===== src/hw/mem_pkg.sv =====
// Main-memory model constants, shared by the memory model and the fill controller.
package mem_pkg;

  ////////////////////
  // Timing and size.
  ////////////////////
  localparam int MEM_LATENCY = 4;     // Cycles from a read strobe to its valid data.
  localparam int MEM_WORDS   = 32768; // 64 KB of byte address space in 16-bit words.
  localparam int MEM_ADDR_W  = 15;    // Word index width into the memory array.

  ////////////////////
  // Content pattern.
  ////////////////////
  // Every word holds its own byte address XOR this constant, so any
  // word read back can be checked without a copy of the memory.
  localparam logic [15:0] MEM_PATTERN = 16'h5A3C;

endpackage


===== src/hw/cache_pkg.sv =====
// Cache geometry, address field positions and tag-entry layout, imported by every cache block.
package cache_pkg;

  ////////////////////
  // Address and geometry.
  ////////////////////
  localparam int ADDR_W          = 16; // Byte address width, also the data word width.
  localparam int TAG_W           = 6;  // Tag is address bits 15 down to 10.
  localparam int SET_W           = 6;  // Set index is address bits 9 down to 4.
  localparam int OFF_W           = 3;  // Word offset is address bits 3 down to 1.
  localparam int NUM_SETS        = 64; // One set per index value.
  localparam int WORDS_PER_BLOCK = 8;  // Eight 16-bit words make one 16-byte block.
  localparam int NUM_WAYS        = 2;  // Two-way set associative.
  localparam int WAY_W           = $clog2(NUM_WAYS); // Width of a way number.

  localparam int TAG_LSB = 10; // Lowest tag bit in the address.
  localparam int SET_LSB = 4;  // Lowest set index bit in the address.
  localparam int OFF_LSB = 1;  // Lowest word offset bit; bit 0 selects the byte.

  localparam int BLOCK_BYTES = 16; // Block alignment step in bytes.
  localparam int WORD_BYTES  = 2;  // Address step between words of a fill.

  ////////////////////
  // Tag entry layout.
  ////////////////////
  // The entry is {tag, valid, lru}.
  localparam int ENTRY_W   = 8; // Tag plus valid plus LRU.
  localparam int VALID_BIT = 1; // Set once the way holds a filled block.
  localparam int LRU_BIT   = 0; // Set on the way that is next to be replaced.

endpackage

===== src/hw/cache_fill_ctrl.sv =====
// Block fill FSM: on a miss it waits for proceed, reads eight words and streams them into the cache.
`timescale 1ns/1ps

module cache_fill_ctrl (
  input  logic                          clk,
  input  logic                          rst,
  input  logic                          proceed,              // Memory is ours to use.
  input  logic                          miss_detected,        // Held request misses both ways.
  input  logic [cache_pkg::ADDR_W-1:0]  miss_address,         // Address of the held request.
  input  logic [cache_pkg::ADDR_W-1:0]  memory_data,          // Word returned by memory.
  input  logic                          memory_data_valid,    // Strobe for memory_data.
  output logic                          fsm_busy,             // Stall for the CPU.
  output logic                          mem_read,             // One strobe per word read.
  output logic [cache_pkg::ADDR_W-1:0]  main_memory_address,  // Byte address of the read.
  output logic [cache_pkg::ADDR_W-1:0]  cache_memory_address, // Byte address of the fill word.
  output logic [cache_pkg::ADDR_W-1:0]  fill_data,            // Word to write into the cache.
  output logic                          write_data_array,     // Fill word write enable.
  output logic                          write_tag_array,      // New tag entry write enable.
  output logic [cache_pkg::ENTRY_W-1:0] tag_out               // New tag entry.
);
  import cache_pkg::*;
  import mem_pkg::*;

  typedef enum logic {IDLE, WAIT} state_t;

  state_t            state;                    // Current FSM state.
  state_t            nxt_state;                // Next FSM state.
  logic [OFF_W:0]    issue_cnt;                // Reads sent so far, stops at eight.
  logic [OFF_W-1:0]  word_cnt;                 // Words written so far.
  logic              start_fill;               // Miss seen in IDLE, load the block base.
  logic              last_word;                // The eighth word is arriving.
  logic [ADDR_W-1:0] addr_dly [MEM_LATENCY];   // Read addresses on their way back.

  assign start_fill = (state == IDLE) && miss_detected; // Reloads every cycle proceed is low.
  assign mem_read   = (state == WAIT) && !issue_cnt[OFF_W]; // Counter MSB set means eight sent.

  assign write_data_array = (state == WAIT) && memory_data_valid; // Each word written on arrival.
  assign last_word        = write_data_array && (word_cnt == '1);  // Offset counter about to wrap.
  assign write_tag_array  = last_word; // Tag goes in together with the last word.

  assign fill_data = memory_data; // Data passes straight from memory into the data store.
  assign tag_out   = {miss_address[TAG_LSB +: TAG_W], 1'b1, 1'b0}; // Valid, most recently used.

  ////////////////////
  // State register.
  ////////////////////
  always_ff @(posedge clk) begin
    if (rst) begin
      state <= IDLE; // No fill in progress after reset.
    end else begin
      state <= nxt_state;
    end
  end

  always_comb begin
    nxt_state = state;    // Hold by default.
    fsm_busy  = 1'b0;     // No stall unless a miss is open.
    case (state)
      IDLE: begin
        fsm_busy = miss_detected; // Stall at once, even while waiting for proceed.
        if (miss_detected && proceed) begin
          nxt_state = WAIT; // Memory granted, start reading.
        end
      end
      WAIT: begin
        fsm_busy = 1'b1; // Busy until the tag entry is written.
        if (last_word) begin
          nxt_state = IDLE; // Held request hits on the next cycle.
        end
      end
    endcase
  end

  ////////////////////
  // Counters.
  ////////////////////
  always_ff @(posedge clk) begin
    if (rst) begin
      issue_cnt <= '0;
      word_cnt  <= '0;
    end else if (start_fill) begin
      issue_cnt <= '0; // Fresh count for each block.
      word_cnt  <= '0;
    end else begin
      if (mem_read) begin
        issue_cnt <= issue_cnt + 1'b1; // One more read in flight.
      end
      if (write_data_array) begin
        word_cnt <= word_cnt + 1'b1; // One more word stored.
      end
    end
  end

  ////////////////////
  // Read address and its delay line.
  ////////////////////
  always_ff @(posedge clk) begin
    if (start_fill) begin
      main_memory_address <= miss_address & ~ADDR_W'(BLOCK_BYTES - 1); // First word of block.
    end else if (mem_read) begin
      main_memory_address <= main_memory_address + ADDR_W'(WORD_BYTES); // Next word.
    end
  end

  // Delay matches memory latency, so the last stage lines up with each returned word.
  always_ff @(posedge clk) begin
    addr_dly[0] <= main_memory_address;
    for (int i = 1; i < MEM_LATENCY; i++) begin
      addr_dly[i] <= addr_dly[i-1];
    end
  end

  assign cache_memory_address = addr_dly[MEM_LATENCY-1]; // Address of the word now on the bus.

endmodule


===== config.mk =====
export PLATFORM = sky130hd
export DESIGN_NAME = cache_fill_ctrl
export DESIGN_NICKNAME = d
export VERILOG_FILES = /design/src/hw/mem_pkg.sv /design/src/hw/cache_pkg.sv /design/src/hw/cache_fill_ctrl.sv
export SDC_FILE = /design/constraint.sdc
export NUM_CORES = 1
export LEC_CHECK = 0
export BUFFER_PORTS_ARGS = -buffer_cell sky130_fd_sc_hd__buf_2
export CORE_ASPECT_RATIO = 0.7
export CORE_MARGIN = 4
export CORE_UTILIZATION = 48
export CTS_CLUSTER_SIZE = 14
export DETAILED_ROUTE_END_ITERATION = 8
export PLACE_DENSITY = 0.83
export REMOVE_ABC_BUFFERS = 1
export SETUP_SLACK_MARGIN = 0.5
export SLEW_MARGIN = 0
export SYNTH_ARGS = -nofsm -noshare
export SYNTH_HDL_FRONTEND = slang
export SYNTH_SLANG_ARGS = --single-unit

===== constraint.sdc =====
create_clock -name clk -period 1.8 [get_ports clk]
set_input_delay 0.27 -clock clk [delete_from_list [all_inputs] [get_ports clk]]
set_output_delay 0.27 -clock clk [all_outputs]
set_load 0.02 [all_outputs]

; Yosys cells after proc, flatten, opt, wreduce, memory -nomap -nowiden
; Memories as Yosys holds them, arrays and structs flattened.
; Cells that the tools add are included.
; W data, S select, Z words.
[totals]
ff_bits = 24
out_inout_bits = 60
latchBits = 0
mem_bits_rw = 64
n_memories = 1
elab_cells = 25
romBits = 0
in_bits = 37
[op_classes]
n_reduce_logical = 8
n_mul = 0
bitwise = 1
n_lt_le_gt_ge = 0
div_mod_pow = 0
eq_ne = 1
muxes = 6
shifts = 0
n_addsub = 3
[mem_list]
columns = name, words, word_bits, read_ports, rd_clocked_by_memory_dff, write_ports, line_no
row1 = addr_dly, 4, 16, 4, 0, 4, cache_fill_ctrl.sv:32  ; logic [ADDR_W-1:0] addr_dly [MEM_LATENCY];
[op_table]
columns = op, n
row1 = $mux W16, 2
row2 = $add A16 B2 Y16 const B, 1
row3 = $logic_and A1 B1 Y1, 5
row4 = $add A4 B1 Y4 const B, 1
row5 = $pmux W1 S2, 2
row6 = $add A3 B1 Y3 const B, 1
row7 = $eq A3 B3 Y1 const B, 1
row8 = $mux W1, 2
row9 = $reduce_bool A2 Y1, 1
row10 = $reduce_or A2 Y1, 1
row11 = $logic_not A1 Y1, 1
row12 = $not A1 Y1, 1

; Logic depth before layout (Yosys ltp)
[logic_depth]
depth_word = 4
ltp_mapped = 5
ltp_nobuf = 5

; Least setup slack after synthesis
; No wires, ideal clock.
[synth_timing]
path_kind = register to register
start = register main_memory_address[1] in the netlist's numbering
end = register main_memory_address[13] in the netlist's numbering (data pin)
setup_time_ps = 265
path_stages_with_launch = 6
slack_ps = 176
t_required_ps = 1535
n_path_buf = 0
arrival_ps = 1360
period_less_slack_ps = 1624
path_cell_list = dfxtp_1 ha_1 inv_1 nor4_2 xnor2_1 o21ai_1
[synth_via]
elab_chain_len = 3
[synth_lines]
columns = item, line_no
row1 = from (decl), cache_fill_ctrl.sv:14  ; output logic [cache_pkg::ADDR_W-1:0] main_memory_address,
row2 = from (signal assigned), cache_fill_ctrl.sv:99  ; main_memory_address <= miss_address & ~ADDR_W'(BLOCK_BYTES - 1);
row3 = from (signal assigned), cache_fill_ctrl.sv:101  ; main_memory_address <= main_memory_address + ADDR_W'(WORD_BYTES);
row4 = $add A16 B2 Y16, cache_fill_ctrl.sv:101
row5 = $mux W16, cache_fill_ctrl.sv:100  ; end else if (mem_read) begin
row6 = $mux W16, cache_fill_ctrl.sv:98  ; if (start_fill) begin
; Every way passes these cells. The select of a mux whose other input is x is not followed.
; A chain may end at the register's enable or synchronous reset.

; Worst setup path after layout
[layout_timing]
start = register main_memory_address[5] in the netlist's numbering
end = register main_memory_address[8] in the netlist's numbering (data pin)
; Same word-level chain as after synthesis.

==> key figures <==
STA
  • Max-slew violation total from the final report: 0
  • Final Hold Slack: 0.0967 ns
  • Setup tns final: 0 ns
  • Final setup fails: 0
  • Total count of hold-check failures in the final report: 0
  • Final critical path time including I/O delays and setup: about 1.6 ns
  • Unrepaired setup endpoints after global routing: true
  • Period utilisation layout: 89.0%
  • Maximum operating frequency: ~0.62 GHz
  • Worst-case clock skew: just under 0.007 ns

Logic synthesis
  • Post-Synthesis Cell Area: between 2000 and 3000 µm²
  • Predominant post-synthesis flop cell: dfxtp_1
  • Yosys warns: 0
  • Async set or reset register ratio after synthesis: 0%
  • Most frequent cells after synthesis: dfxtp_1, buf_4, nand2_1
  • Ranking of synthesized cells by area: dfxtp_1, edfxtp_1, buf_4, xnor2_1, nand2_1
  • Most frequent cell after synthesis: dfxtp_1
  • Synth cell types: 28
  • Number of flops mapped to enable cells by yosys: 12
  • Portion of the post-synthesis area used by sequential elements: roughly two thirds
  • Average cell area after synthesis: between 10 and 15 µm²
  • Synthesized instance count: ~210
  • Cell taking the most area after synthesis: dfxtp_1
  • #FFs+latches synth: 83
  • Proportion of netlist area held by the largest area contributor: a little over half

Worst setup path
  • WP data required: 1.90 ns
  • Origin of the critical flop-to-flop path: main_memory_address[5]$_DFFE_PP_
  • Endpoint arrival time on the critical path: 1.70 ns
  • Critical path launch point type: flop
  • Start point of the critical path: main_memory_address[5]$_DFFE_PP_
  • Sort of element at the end of the critical path: flop
  • Library cell contributing the largest single delay on the critical path: edfxtp_1
  • Library cell appearing most often on the critical path: buf_6
  • Minimum setup slack among reg-to-reg paths: slightly below 0.2 ns
  • Critical R2R Capture: main_memory_address[8]$_DFFE_PP_
  • Type of the worst setup path: reg2reg
  • Termination of the worst setup path: main_memory_address[8]$_DFFE_PP_
  • Worst r2r path cells: 6
  • Crit Path Max Fanout: 3
  • Cells traversed along the worst timing path: buf_6, buf_6, and4_4, nand4_1, xor2_1, o21ai_1
  • Biggest cell delay along the critical path: around 0.46 ns

Routing
  • Avg Vias per Cell: between 4 and 5
  • Final routed wirelength across all metal layers: between 5000 and 6000 µm
  • Drt drc: 0
  • Iteration-0 DRC Markers: 94
  • Routed wirelength normalized by instance count: 15.3 µm
  • Total via count after detailed routing: about 1.8k
  • DRT Pass-1 Iters: 4
  • Remaining antenna violation count: 0

Clock tree
  • Buffers from clock root to sink, at most: 2
  • Post-CTS clock slew at the launch and capture registers of the worst setup and hold paths: 0.08 ns
  • Clock tree from TritonCTS: yes
  • Clock insertion delay at the later pin of the skew report: roughly 0.35 ns
  • Number of H-tree levels: 3
  • TritonCTS sink count: a little over 80
  • TritonCTS buffer count: 9
  • Clk root buf: clkbuf_8
  • Quantity of hold-fixing buffers added after cts: 0

Layout
  • Area growth from synthesis to layout: 39.9%
  • Utilization after layout: 69.7%
  • Number of nets in the final layout: 344
  • Diodes inserted: 0
  • Proportion of layout cells with a drive suffix above 1: ~50%

GRT
  • Routing layer with the top usage in global route: met2
  • Global-route track usage on met1: a little under a fifth
  • Total routing resource utilization after global routing: between 10% and 20%
  • Vias in the first global route: 1739
  • Total congestion overflow after global routing: 0
  • Global Route met2 Usage: 24.7%
  • Initial antenna violation count: 0
  • Pin count of the biggest net entering global routing: 16
  • Met3 track demand over resource: between 10% and 20%
  • Global-route wire length before repair: 8190 µm

Power
  • Peak supply drop: 561 µV
  • Pleak: about 1.6 nW
  • Power density cells: roughly 1100 nW/µm²

Floorplan
  • Standard cell core area: between 5000 and 6000 µm²
  • Die area: approximately 6800 µm²
  • Die X-Extent: ~97 µm
  • Height of the chip: around 70 µm
  • Initial Util: approximately 50%
  • Count of pins on the block boundary: 97
  • Total number of placement rows: 22

Job
  • Total of max-cap violations: 0

Place
  • Detailed placement HPWL: roughly 3300 µm
  • Weighted congestion reported at the end of routability-driven placement: between 0.8 and 0.9
  • # port buffers: 56

Worst hold path
  • Min-delay worst type: in2reg

Run status
  • Result of the run: complete, no violations
[critical path, delay by kind of cell (launching register included)]
family                 cells  cell delay (ns)
buffers and inverters      2             0.21
AND/OR/NAND/NOR            2             0.36
XOR/XNOR                   1             0.22
flip-flops                 1             0.46
AO/OA/AOI/OAI              1             0.10
[power by group]
part / switching [mW] / internal [mW] / total, mW
logic: 0.312 / 0.281 / 0.593
registers: 0.0908 / 2.08 / 2.17
clock network: 0.667 / 0.517 / 1.18
total: 1.07 / 2.88 / 3.95
[final cells by class]
cell class | instances | area (µm²)
fill | 371 | 1600
timing repair buffer | 105 | 815
tap | 72 | 90.1
clock buffer | 10 | 128
inverter | 4 | 22.5
clock inverter | 6 | 47.5
multi-input combinational | 100 | 783
sequential | 83 | 1800
[logic make-up after synthesis]
family                     share of synthesized area [%]
AOI/OAI and AO/OA                                   3.56
xor gates and xnor gates                            5.65
buffers and inverters                               8.41
other                                              0.285
adders and majority gates                           1.90
and+or+nand+nor                                     12.5
DFF                                                 67.6
[layout by cell type, fill, tap and decap left out, types with 3 or more instances in the layout]
master	Yosys	layout
conb_1	2	4
clkinv_4	0	3
edfxtp_1	12	12
buf_4	26	33
nor4_4	1	4
xor2_1	6	6
nor2_1	9	7
o21ai_1	7	13
inv_4	0	3
nand2_1	24	21
a21oi_1	4	4
buf_2	0	39
ha_4	0	3
dfxtp_4	0	3
clkbuf_8	0	9
xnor2_1	11	11
dfxtp_2	0	4
nand3_1	6	4
dfxtp_1	71	64
buf_6	0	33
[state kept, by name, indices dropped and copies added, names as in the netlist]
signal and count:
main_memory_address 15, state 1, word_cnt 3, issue_cnt 4, addr_dly 60
[repair_timing]
item                                    4_1_cts  5_1_grt
pin swaps                                    17       15
endpoints found under the setup margin       39       34
buffers inserted                             21       22
hold endpoints to repair                      0        0
gates resized for setup                      70       29
[worst min-delay path by stage]
stage / start / end / slack, ns / depth (start not counted)
final: rst / state$_SDFF_PP0_ / 0.1 / 2
after floorplan: addr_dly[0][10]$_DFF_P_ / addr_dly[1][10]$_DFF_P_ / 0.31 / 0
after global routing: rst / state$_SDFF_PP0_ / 0.08 / 2
after global placement: addr_dly[1][11]$_DFF_P_ / addr_dly[2][11]$_DFF_P_ / 0.31 / 0
after detailed placement: addr_dly[0][11]$_DFF_P_ / addr_dly[1][11]$_DFF_P_ / 0.31 / 0
after CTS: rst / state$_SDFF_PP0_ / 0.08 / 2
[per-layer routing]
layer,part of all wire [%],vias up
met4,2.5,0
met2,48,91
met5,0,-
li1,-,858
met1,39,812
met3,10,16
[through the flow]
| step | instance area, µm² | cells | setup WS (ns) | power (mW) |
|---|---|---|---|---|
| 6_report | 3680 | 380 | 0.198 | 3.95 |
| 4_1_cts | 3420 | 358 | 0.222 | 3.88 |
| 3_3_place_gp | 2850 | 321 | 0.335 | 2.56 |
| 5_1_grt | 3680 | 380 | 0.196 | 4.11 |
| 2_1_floorplan | 2430 | 187 | 0.0467 | 2.40 |
| 3_5_place_dp | 2850 | 321 | 0.264 | 2.58 |
No activity file was read; power rests on OpenSTA's default activity.
